===== src/ppu_pkg.sv =====
// picture processing unit, shared definitions
// line timing constants, vector types, the mode encoding and the bus structs
`default_nettype none

package ppu_pkg;

	// ------------------------------------------------------------
	// vector types
	typedef logic [7:0]  byte_t;
	typedef logic [7:0]  reg_addr_t;
	// dot within a line, max 455
	typedef logic [8:0]  dot_t;
	// line within a frame, max 153
	typedef logic [7:0]  line_t;
	typedef logic [12:0] vram_addr_t;
	// colour index or final shade
	typedef logic [1:0]  shade_t;

	// ------------------------------------------------------------
	// timing
	localparam dot_t  LINE_DOTS     = 9'd456;
	localparam line_t FRAME_LINES   = 8'd154;
	localparam line_t VISIBLE_LINES = 8'd144;
	// mode 2 length
	localparam dot_t  OAM_DOTS      = 9'd80;
	localparam byte_t SCREEN_W      = 8'd160;
	// shortest mode 3, one extra slot is added for fine scroll
	localparam dot_t  XFER_BASE     = 9'd176;
	localparam dot_t  FETCH_SLOT    = 9'd8;

	// register offsets within the 0xff00 page
	localparam reg_addr_t ADDR_LCDC = 8'h40;
	localparam reg_addr_t ADDR_STAT = 8'h41;
	localparam reg_addr_t ADDR_SCY  = 8'h42;
	localparam reg_addr_t ADDR_SCX  = 8'h43;
	localparam reg_addr_t ADDR_LY   = 8'h44;
	localparam reg_addr_t ADDR_LYC  = 8'h45;
	localparam reg_addr_t ADDR_BGP  = 8'h47;

	localparam byte_t BGP_RESET = 8'hfc;

	// the two 32x32 tile maps at 0x9800 and 0x9c00
	localparam vram_addr_t MAP_BASE0 = 13'h1800;
	localparam vram_addr_t MAP_BASE1 = 13'h1c00;

	// ------------------------------------------------------------
	// mode as seen by the cpu in STAT[1:0]
	typedef enum logic [1:0] {
		HBLANK = 2'd0,
		VBLANK = 2'd1,
		OAM    = 2'd2,
		XFER   = 2'd3
	} ppu_mode_e;

	// LCDC, bit 7 first
	// window and sprite bits are stored only
	typedef struct packed {
		logic on;
		logic win_map;
		logic win_ena;
		logic tile_data_sel;
		logic bg_map_sel;
		logic spr_size;
		logic spr_ena;
		logic bg_ena;
	} lcdc_t;

	// beam position broadcast by the line timer
	typedef struct packed {
		dot_t      dot;
		line_t     ly;
		ppu_mode_e mode;
	} line_pos_t;

	// scroll values, constant over a line
	typedef struct packed {
		byte_t scx;
		byte_t scy;
	} scroll_t;

	// single cycle cpu strobe
	typedef struct packed {
		logic      sel;
		logic      wr;
		reg_addr_t addr;
		byte_t     wdata;
	} cpu_bus_t;

	// pixel toward the lcd, no back-pressure
	typedef struct packed {
		logic   valid;
		shade_t shade;
	} lcd_pix_t;

endpackage

`default_nettype wire


===== src/ppu_bg_fetch.sv =====
// background tile fetcher
// runs 8 dot fetch slots through mode 3, reads tile map and tile data from
// vram and shifts out one colour index per dot
`timescale 1ns/100ps
`default_nettype none

module ppu_bg_fetch (
	input  logic                 clk_reg,
	input  logic                 reset,
	input  ppu_pkg::lcdc_t       lcdc,
	input  ppu_pkg::line_pos_t   pos,
	input  ppu_pkg::scroll_t     scroll,
	output logic                 vram_rd,
	output ppu_pkg::vram_addr_t  vram_addr,
	input  ppu_pkg::byte_t       vram_data,
	output ppu_pkg::shade_t      bg_pix,
	output logic                 bg_shift
);

	// slot phases, two dots each
	typedef enum logic [1:0] {
		PH_MAP  = 2'd0,
		PH_LO   = 2'd1,
		PH_HI   = 2'd2,
		PH_LOAD = 2'd3
	} fetch_phase_e;

	fetch_phase_e        phase;
	logic                xfer;
	logic                line_init;
	logic                slot_end;

	ppu_pkg::line_t      bg_line;
	logic [4:0]          map_col;
	ppu_pkg::vram_addr_t map_addr;
	ppu_pkg::vram_addr_t data_addr;

	// fetched tile, then its two bit planes
	ppu_pkg::byte_t      tile_num;
	ppu_pkg::byte_t      data_lo;
	ppu_pkg::byte_t      data_hi;
	ppu_pkg::byte_t      shift_lo;
	ppu_pkg::byte_t      shift_hi;

	// mode 3 starts at dot 80, a multiple of 8, so the dot gives the phase
	assign phase     = fetch_phase_e'(pos.dot[2:1]);
	assign xfer      = (pos.mode == ppu_pkg::XFER);
	assign line_init = (pos.dot == ppu_pkg::OAM_DOTS - 9'd1);
	assign slot_end  = xfer && (pos.dot[2:0] == 3'd7);

	// ------------------------------------------------------------
	// addressing
	// background line inside the 256 line map
	assign bg_line = pos.ly + scroll.scy;

	// 32x32 map, row from the line, column from the slot counter
	assign map_addr = (lcdc.bg_map_sel ? ppu_pkg::MAP_BASE1 : ppu_pkg::MAP_BASE0) |
		ppu_pkg::vram_addr_t'({bg_line[7:3], map_col});

	// 16 bytes per tile, two per row
	// signed mode puts tiles 0..127 at 0x1000 and 128..255 at 0x0800
	assign data_addr = {~lcdc.tile_data_sel & ~tile_num[7], tile_num, bg_line[2:0], 1'b0};

	always_comb begin
		case (phase)
			PH_LO:   vram_addr = data_addr;
			// high plane sits right after the low plane
			PH_HI:   vram_addr = {data_addr[12:1], 1'b1};
			default: vram_addr = map_addr;
		endcase
	end

	// read strobe on the first dot of each read phase
	assign vram_rd = xfer && !pos.dot[0] && (phase != PH_LOAD);

	// ------------------------------------------------------------
	// map column
	always_ff @(posedge clk_reg) begin
		if (reset)
			map_col <= '0;
		else if (line_init)
			map_col <= scroll.scx[7:3];
		else if (slot_end)
			// wraps at 32 by width
			map_col <= map_col + 5'd1;
	end

	// vram data shows up on the second dot of the phase
	always_ff @(posedge clk_reg) begin
		if (xfer && pos.dot[0]) begin
			case (phase)
				PH_MAP:  tile_num <= vram_data;
				PH_LO:   data_lo  <= vram_data;
				PH_HI:   data_hi  <= vram_data;
				default: ;
			endcase
		end
	end

	// ------------------------------------------------------------
	// pixel shifters
	// the first slot of a line has no tile yet and shifts out zeros
	always_ff @(posedge clk_reg) begin
		if (line_init) begin
			shift_lo <= '0;
			shift_hi <= '0;
		end else if (slot_end) begin
			shift_lo <= data_lo;
			shift_hi <= data_hi;
		end else if (xfer) begin
			shift_lo <= {shift_lo[6:0], 1'b0};
			shift_hi <= {shift_hi[6:0], 1'b0};
		end
	end

	// msb first, high plane is bit 1 of the colour index
	assign bg_pix   = {shift_hi[7], shift_lo[7]};
	assign bg_shift = xfer;

endmodule

`default_nettype wire


===== src/ppu_line_timer.sv =====
// line and frame timer
// counts 456 dots by 154 lines while the lcd is on, decodes the cpu mode
// and latches the scroll registers once per line
`timescale 1ns/100ps
`default_nettype none

module ppu_line_timer (
	input  logic               clk_reg,
	input  logic               reset,
	input  ppu_pkg::lcdc_t     lcdc,
	input  ppu_pkg::byte_t     scx,
	input  ppu_pkg::byte_t     scy,
	output ppu_pkg::line_pos_t pos,
	output ppu_pkg::scroll_t   scroll
);

	// raw counters, pos follows them one cycle later
	ppu_pkg::dot_t      dot_cnt;
	ppu_pkg::line_t     ly_cnt;
	ppu_pkg::dot_t      xfer_end;
	ppu_pkg::ppu_mode_e mode_next;

	// ------------------------------------------------------------
	// dot and line counters
	always_ff @(posedge clk_reg) begin
		if (reset) begin
			dot_cnt <= '0;
			ly_cnt  <= '0;
		end else if (!lcdc.on) begin
			// lcd off parks the beam at the top left
			dot_cnt <= '0;
			ly_cnt  <= '0;
		end else if (dot_cnt == ppu_pkg::LINE_DOTS - 9'd1) begin
			dot_cnt <= '0;
			if (ly_cnt == ppu_pkg::FRAME_LINES - 8'd1)
				ly_cnt <= '0;
			else
				ly_cnt <= ly_cnt + 8'd1;
		end else begin
			dot_cnt <= dot_cnt + 9'd1;
		end
	end

	// scroll latch, two dots before mode 3 so the fetcher sees a settled value
	always_ff @(posedge clk_reg) begin
		if (reset) begin
			scroll <= '0;
		end else if (lcdc.on && (dot_cnt == ppu_pkg::OAM_DOTS - 9'd2)) begin
			scroll.scx <= scx;
			scroll.scy <= scy;
		end
	end

	// ------------------------------------------------------------
	// mode decode
	// a nonzero fine scroll costs one more fetch slot
	assign xfer_end = ppu_pkg::OAM_DOTS + ppu_pkg::XFER_BASE +
		((scroll.scx[2:0] != 3'd0) ? ppu_pkg::FETCH_SLOT : 9'd0);

	always_comb begin
		if (!lcdc.on)
			mode_next = ppu_pkg::HBLANK;
		else if (ly_cnt >= ppu_pkg::VISIBLE_LINES)
			mode_next = ppu_pkg::VBLANK;
		else if (dot_cnt < ppu_pkg::OAM_DOTS)
			mode_next = ppu_pkg::OAM;
		else if (dot_cnt < xfer_end)
			mode_next = ppu_pkg::XFER;
		else
			mode_next = ppu_pkg::HBLANK;
	end

	// registered broadcast of the beam position
	always_ff @(posedge clk_reg) begin
		if (reset) begin
			pos <= '0;
		end else if (!lcdc.on) begin
			// dot 0, line 0, hblank
			pos <= '0;
		end else begin
			pos.dot  <= dot_cnt;
			pos.ly   <= ly_cnt;
			pos.mode <= mode_next;
		end
	end

endmodule

`default_nettype wire


===== src/ppu_pixel_out.sv =====
// pixel output stage
// drops the fine scroll pixels, passes 160 pixels per line through BGP
// and registers them toward the lcd
`timescale 1ns/100ps
`default_nettype none

module ppu_pixel_out (
	input  logic               clk_reg,
	input  logic               reset,
	input  ppu_pkg::lcdc_t     lcdc,
	input  ppu_pkg::line_pos_t pos,
	input  ppu_pkg::scroll_t   scroll,
	input  ppu_pkg::byte_t     bgp,
	input  ppu_pkg::shade_t    bg_pix,
	input  logic               bg_shift,
	output ppu_pkg::lcd_pix_t  pix
);

	// pixels still to drop, max 8 + 7
	logic [3:0]      skip_cnt;
	// pixels sent on this line
	ppu_pkg::byte_t  pix_cnt;
	logic            valid_q;
	ppu_pkg::shade_t shade_q;
	ppu_pkg::shade_t shade_next;

	// ------------------------------------------------------------
	// BGP lookup, two bits per colour index
	always_comb begin
		case (bg_pix)
			2'd0:    shade_next = bgp[1:0];
			2'd1:    shade_next = bgp[3:2];
			2'd2:    shade_next = bgp[5:4];
			default: shade_next = bgp[7:6];
		endcase
		// background off shows shade 0
		if (!lcdc.bg_ena)
			shade_next = 2'd0;
	end

	// ------------------------------------------------------------
	// skip and pixel counters
	always_ff @(posedge clk_reg) begin
		if (reset) begin
			skip_cnt <= '0;
			// nothing to send until the first line starts
			pix_cnt  <= ppu_pkg::SCREEN_W;
			valid_q  <= 1'b0;
		end else begin
			valid_q <= 1'b0;
			if (pos.dot == ppu_pkg::OAM_DOTS - 9'd1) begin
				// empty first slot plus the fine scroll
				skip_cnt <= 4'd8 + {1'b0, scroll.scx[2:0]};
				pix_cnt  <= '0;
			end else if (bg_shift) begin
				if (skip_cnt != 4'd0) begin
					skip_cnt <= skip_cnt - 4'd1;
				end else if (pix_cnt != ppu_pkg::SCREEN_W) begin
					valid_q <= 1'b1;
					pix_cnt <= pix_cnt + 8'd1;
				end
			end
		end
	end

	// shade register, qualified by valid_q
	always_ff @(posedge clk_reg) begin
		if (bg_shift)
			shade_q <= shade_next;
	end

	assign pix.valid = valid_q;
	assign pix.shade = shade_q;

endmodule

`default_nettype wire


===== src/ppu_regs.sv =====
// cpu register file of the background ppu
// LCDC, STAT, SCY, SCX, LY, LYC and BGP with a combinational read mux,
// plus the STAT and vblank interrupt pulses
`timescale 1ns/100ps
`default_nettype none

module ppu_regs (
	input  logic               clk_reg,
	input  logic               reset,
	input  ppu_pkg::cpu_bus_t  bus,
	output ppu_pkg::byte_t     rdata,
	input  ppu_pkg::line_pos_t pos,
	output ppu_pkg::lcdc_t     lcdc,
	output ppu_pkg::byte_t     scx,
	output ppu_pkg::byte_t     scy,
	output ppu_pkg::byte_t     bgp,
	output logic               irq,
	output logic               vblank_irq
);

	// STAT enable bits 6..3, the rest of STAT is status
	logic [3:0]         stat_ena;
	ppu_pkg::byte_t     lyc;
	logic               lyc_match;
	logic               wr_en;
	ppu_pkg::ppu_mode_e mode_q;

	// interrupt sources
	logic line_start;
	logic oam_start;
	logic hblank_start;
	logic vblank_start;

	assign wr_en     = bus.sel && bus.wr;
	assign lyc_match = (pos.ly == lyc);

	// ------------------------------------------------------------
	// register writes
	always_ff @(posedge clk_reg) begin
		if (reset) begin
			// lcd starts off
			lcdc     <= '0;
			stat_ena <= '0;
			scy      <= '0;
			scx      <= '0;
			lyc      <= '0;
			bgp      <= ppu_pkg::BGP_RESET;
		end else if (wr_en) begin
			case (bus.addr)
				ppu_pkg::ADDR_LCDC: lcdc     <= bus.wdata;
				ppu_pkg::ADDR_STAT: stat_ena <= bus.wdata[6:3];
				ppu_pkg::ADDR_SCY:  scy      <= bus.wdata;
				ppu_pkg::ADDR_SCX:  scx      <= bus.wdata;
				ppu_pkg::ADDR_LYC:  lyc      <= bus.wdata;
				ppu_pkg::ADDR_BGP:  bgp      <= bus.wdata;
				// LY is read only, unmapped writes are dropped
				default: ;
			endcase
		end
	end

	// ------------------------------------------------------------
	// read mux, same cycle as addr
	always_comb begin
		case (bus.addr)
			ppu_pkg::ADDR_LCDC: rdata = lcdc;
			// bit 7 always reads high
			ppu_pkg::ADDR_STAT: rdata = {1'b1, stat_ena, lyc_match, pos.mode};
			ppu_pkg::ADDR_SCY:  rdata = scy;
			ppu_pkg::ADDR_SCX:  rdata = scx;
			ppu_pkg::ADDR_LY:   rdata = pos.ly;
			ppu_pkg::ADDR_LYC:  rdata = lyc;
			ppu_pkg::ADDR_BGP:  rdata = bgp;
			default:            rdata = 8'hff;
		endcase
	end

	// ------------------------------------------------------------
	// interrupts
	// previous mode, for edge detection
	always_ff @(posedge clk_reg) begin
		if (reset)
			mode_q <= ppu_pkg::HBLANK;
		else
			mode_q <= pos.mode;
	end

	// dot 0 of a running line, the parked beam shows hblank and is excluded
	assign line_start = (pos.dot == 9'd0) && (pos.mode != ppu_pkg::HBLANK);

	assign oam_start    = (pos.mode == ppu_pkg::OAM) && (mode_q != ppu_pkg::OAM);
	assign hblank_start = (pos.mode == ppu_pkg::HBLANK) && (mode_q == ppu_pkg::XFER);

	// last dot of the last visible line
	assign vblank_start = (pos.dot == ppu_pkg::LINE_DOTS - 9'd1) &&
		(pos.ly == ppu_pkg::VISIBLE_LINES - 8'd1);

	assign vblank_irq = vblank_start;

	// any enabled STAT source, each one is a single cycle event
	// lcd off also hides the xfer edge when the beam is parked mid line
	assign irq = lcdc.on && (
		(stat_ena[3] && lyc_match && line_start) ||
		(stat_ena[2] && oam_start) ||
		(stat_ena[1] && vblank_start) ||
		(stat_ena[0] && hblank_start));

endmodule

`default_nettype wire


===== src/ppu_top.sv =====
// background picture processing unit, top level
// connects the line timer, register file, tile fetcher and pixel stage
// to the cpu bus, the external vram and the lcd
`timescale 1ns/100ps
`default_nettype none

module ppu_top (
	input  logic                clk_reg,
	input  logic                reset,
	// cpu register bus
	input  ppu_pkg::cpu_bus_t   bus,
	output ppu_pkg::byte_t      rdata,
	// external vram, data one cycle after the read strobe
	output logic                vram_rd,
	output ppu_pkg::vram_addr_t vram_addr,
	input  ppu_pkg::byte_t      vram_data,
	// lcd
	output ppu_pkg::lcd_pix_t   pix,
	output logic                lcd_on,
	output logic                irq,
	output logic                vblank_irq
);

	ppu_pkg::lcdc_t     lcdc;
	ppu_pkg::byte_t     scx;
	ppu_pkg::byte_t     scy;
	ppu_pkg::byte_t     bgp;
	ppu_pkg::line_pos_t pos;
	ppu_pkg::scroll_t   scroll;
	// colour index stream from the fetcher
	ppu_pkg::shade_t    bg_pix;
	logic               bg_shift;

	assign lcd_on = lcdc.on;

	// ------------------------------------------------------------
	ppu_line_timer u_line_timer (
		.clk_reg (clk_reg),
		.reset   (reset),
		.lcdc    (lcdc),
		.scx     (scx),
		.scy     (scy),
		.pos     (pos),
		.scroll  (scroll)
	);

	ppu_regs u_regs (
		.clk_reg    (clk_reg),
		.reset      (reset),
		.bus        (bus),
		.rdata      (rdata),
		.pos        (pos),
		.lcdc       (lcdc),
		.scx        (scx),
		.scy        (scy),
		.bgp        (bgp),
		.irq        (irq),
		.vblank_irq (vblank_irq)
	);

	ppu_bg_fetch u_bg_fetch (
		.clk_reg   (clk_reg),
		.reset     (reset),
		.lcdc      (lcdc),
		.pos       (pos),
		.scroll    (scroll),
		.vram_rd   (vram_rd),
		.vram_addr (vram_addr),
		.vram_data (vram_data),
		.bg_pix    (bg_pix),
		.bg_shift  (bg_shift)
	);

	ppu_pixel_out u_pixel_out (
		.clk_reg  (clk_reg),
		.reset    (reset),
		.lcdc     (lcdc),
		.pos      (pos),
		.scroll   (scroll),
		.bgp      (bgp),
		.bg_pix   (bg_pix),
		.bg_shift (bg_shift),
		.pix      (pix)
	);

endmodule

`default_nettype wire


===== config.mk =====
export PLATFORM = sky130hd
export DESIGN_NAME = ppu_top
export DESIGN_NICKNAME = d
export VERILOG_FILES = /design/src/ppu_pkg.sv /design/src/ppu_bg_fetch.sv /design/src/ppu_line_timer.sv /design/src/ppu_pixel_out.sv /design/src/ppu_regs.sv /design/src/ppu_top.sv
export SDC_FILE = /design/constraint.sdc
export NUM_CORES = 1
export LEC_CHECK = 0
export BUFFER_PORTS_ARGS = -buffer_cell sky130_fd_sc_hd__buf_2
export CAP_MARGIN = 10
export CORE_ASPECT_RATIO = 0.9
export CORE_MARGIN = 2
export CORE_UTILIZATION = 46
export DETAILED_ROUTE_END_ITERATION = 7
export PLACE_DENSITY_LB_ADDON = 0.3
export RECOVER_POWER = 50
export SLEW_MARGIN = 20
export SYNTH_ARGS = -nofsm -noshare
export SYNTH_HDL_FRONTEND = slang
export SYNTH_SLANG_ARGS = --single-unit

===== constraint.sdc =====
create_clock -name clk_reg -period 3.7 [get_ports clk_reg]
set_input_delay 0.37 -clock clk_reg [delete_from_list [all_inputs] [get_ports clk_reg]]
set_output_delay 0.37 -clock clk_reg [all_outputs]
set_load 0.005 [all_outputs]

==> flow_summary.yaml <==
finish:
  drive_gt1_share_pct: 11.52
  stdcell_count: 1009
  top_regs: "u_line_timer.pos x19, u_line_timer.scroll x16, u_line_timer.dot_cnt x9"
  antennaDiodeCount: 0
  mostFrequentLayoutCells: "132 x dfxtp_1, 80 x nor2_1, 76 x nand2_1, 55 x mux2i_1, 45 x buf_2"
  area_growth_pct: 12.20
  fin_nets: 844
  largest_reg_flops: 19
  largest-register: "u_line_timer.pos"
  nFillCells: 1422
  layout_commonest_cell: "dfxtp_1"
timing:
  finalClockSkew_ns: 0.009198
  hold_slack_ns: 0.1920
  slew_headroom_pct: -52.91
  post-route-period-util_pct: 81.08
  fin_tns_setup_ns: 0
  worst_pin_slew_ns: 2.273
  rsz0062_at_grt: "no"
  hold_viol: 0
  finalCriticalPeriod_ns: 3.000
  setup_ws_ns: 0.6999
  clock.fmax_ghz: 0.3333
  drv_slew: 100
  setup_violations: 0
run:
  cap_violations: 3
power_and_ir_drop:
  ir_worst_vdd_uv: 348.7
  power.switching_uw: 792.8
  powerDensity_nw_per_um2: 431.3
  p_leak_nw: 2.954
  seqPwrFrac_pct: 50.0
  clkPwrFrac_pct: 47.8
  p_int_mw: 2.696
  comb_power_share_pct: 2.2
  switching_share_pct: 22.72
logic_synthesis:
  ys_seq_area_share_pct: 47.48
  synth_cell_types: 56
  synthArstFlopShare_pct: 0
  synth_edf_count: 26
  netlist_instances: 757
  synth-seq-cells: 158
  netlist_top_cells_area: "dfxtp_1 37%, edfxtp_1 11%, mux2i_1 7.6%"
  avgSynthCellArea_um2: 9.524
  synth_area_um2: 7209
  ys.warnings.count: 0
  syn-num-nets: 807
  yosysTopAreaCell: "dfxtp_1"
  synth-main-ff-cell: "dfxtp_1"
  synth_top_area_share_pct: 36.65
clock_network:
  cts_inserted_buffers: 17
  cts.sinks: 158
  clockBufferDepth: 2
  cts_resized: 0
  clkTransAtPathRegs_ns: 0.07
  cts_hold_buf: 0
  clockRootBuffer: "clkbuf_16"
  cts_tree: "done"
  post_cts_buffers: 0
  cts_max_level: 4
  clk_latency_ns: 0.43
setup_path:
  crit_top_cell: "nor4_1"
  slowest_stage: "nor4_1"
  critical_path_arrival_ns: 3.25
  cp_cell_sequence: "buf_2, nor4_1, nand2_1, nor4_1, mux2i_1, nor2_1"
  rr_startpoint: "u_line_timer.pos[0]"
  start_kind: "input port"
  crit_path_end_kind: "register"
  critPathMaxFanout: 8
  cp-startpoint: "bus[11]"
  crit_type: "in2reg"
  required_ns: 3.95
  path_buf_inv: 1
  critPathMaxStageDelay_ns: 1.83
  crit_family: "simple AND/OR/NAND/NOR gates"
route:
  vias: 5619
  ant_nets: 0
  via_per_inst: 5.569
  drt_wl_total_um: 17550
  drc: 0
  wl_per_cell_um: 17.39
  drtPass1Iterations: 7
  drt_iter0_drc: 453
floorplan:
  die-area_um2: 16690
  core_area_um2: 15390
  die_h_um: 122.8
  die_w_um: 136.0
  initial_core_util_pct: 46.85
  ioPinCount: 56
  rows: 43
hold_path:
  min_from: "vram_data[0]"
  hold_class: "in2reg"
global_routing:
  grt_usage_pct: 22.23
  grt_overflow_total: 0
  grt_start_max_net_pins: 82
  antenna_found_initial: 1
  grt_pass1_vias: 5496
  grt_pass1_wl_um: 28390
outcome:
  violations: "capacitance limit, slew limit"
  status: "finished, violations left"
placement:
  dp_hpwl_um: 12390
  io_buffer_count: 55
  gp_congestion: 0.9127
  dp_slack_ns: 1.321
  place_inst: 977
-- power groups by stage --
stage	registers, mW	logic, mW	clock network, mW
2_1_floorplan	1.78	0.0436	0
3_3_place_gp	1.78	0.0805	0
3_5_place_dp	1.78	0.0820	0
4_1_cts	1.74	0.0822	1.70
5_1_grt	1.74	0.0846	1.76
6_report	1.74	0.0781	1.67
-- cell usage after synthesis (4+ instances only) --
cell type	number
o22ai_1	5
ha_1	21
or3_1	5
clkbuf_1	28
inv_1	25
nand2_1	75
nor4_1	4
o21ai_0	43
edfxtp_1	26
a211o_1	7
a211oi_1	7
nand2b_1	5
mux2i_1	55
nand3_1	14
a31oi_1	4
nor2b_1	13
a21oi_1	43
nor3_1	17
xor2_1	20
mux4_2	6
buf_2	10
dfxtp_1	132
xnor2_1	20
nand4_1	16
nor2_1	80
and2_1	19
and3_1	13
mux2_2	6
-- routing by layer --
layer	vias up	share of wire, %	track usage [%]
met5	-	0.063	0
met4	2	1.7	7.878
met3	27	4.6	5.246
met2	138	50	37.50
met1	2719	44	27.98
li1	2733	-	-
-- cell families (layout without fill, tap and decap cells) --
| family | Yosys count | in the layout | share of synthesized area, % |
|---|---|---|---|
| mux | 67 | 67 | 10.45 |
| buf+inv | 65 | 115 | 3.610 |
| xor+xnor | 40 | 40 | 4.859 |
| flops | 158 | 158 | 47.48 |
| compound gates | 129 | 129 | 10.60 |
| fa+ha+maj | 22 | 22 | 3.922 |
| simple gates | 276 | 276 | 19.07 |
-- per-stage QoR --
| stage | power [mW] | util [%] | instance area [µm²] |
|---|---|---|---|
| final | 3.489 | 52.57 | 8089 |
| after global routing | 3.586 | 52.57 | 8089 |
| after CTS | 3.522 | 53.00 | 8155 |
| after detailed placement | 1.865 | 49.35 | 7594 |
| after global placement | 1.864 | 49.35 | 7594 |
| after floorplan | 1.827 | - | 7209 |
-- path summary, 6_finish.rpt --
path	end	slack, ns	depth (start not counted)
worst max-delay path	u_regs.scy[5]	0.70	6
worst min register to register	u_line_timer.scroll[15]	0.45	2
worst max register to register	u_pixel_out.pix_cnt[7]	0.78	7
worst min-delay path	u_bg_fetch.tile_num[0]	0.19	1
-- cell type report --
cell class | count | area, µm² | area share, %
Timing Repair Buffer | 58 | 279.0 | 3.449
Clock buffer | 17 | 425.4 | 5.259
Tap cell | 202 | 252.7 | 3.125
Sequential cell | 158 | 3423 | 42.32
Multi-Input combinational cell | 534 | 3478 | 43.00
Inverter | 25 | 93.84 | 1.160
Clock inverter | 15 | 136.4 | 1.686
(Power assumes the default switching activity.)
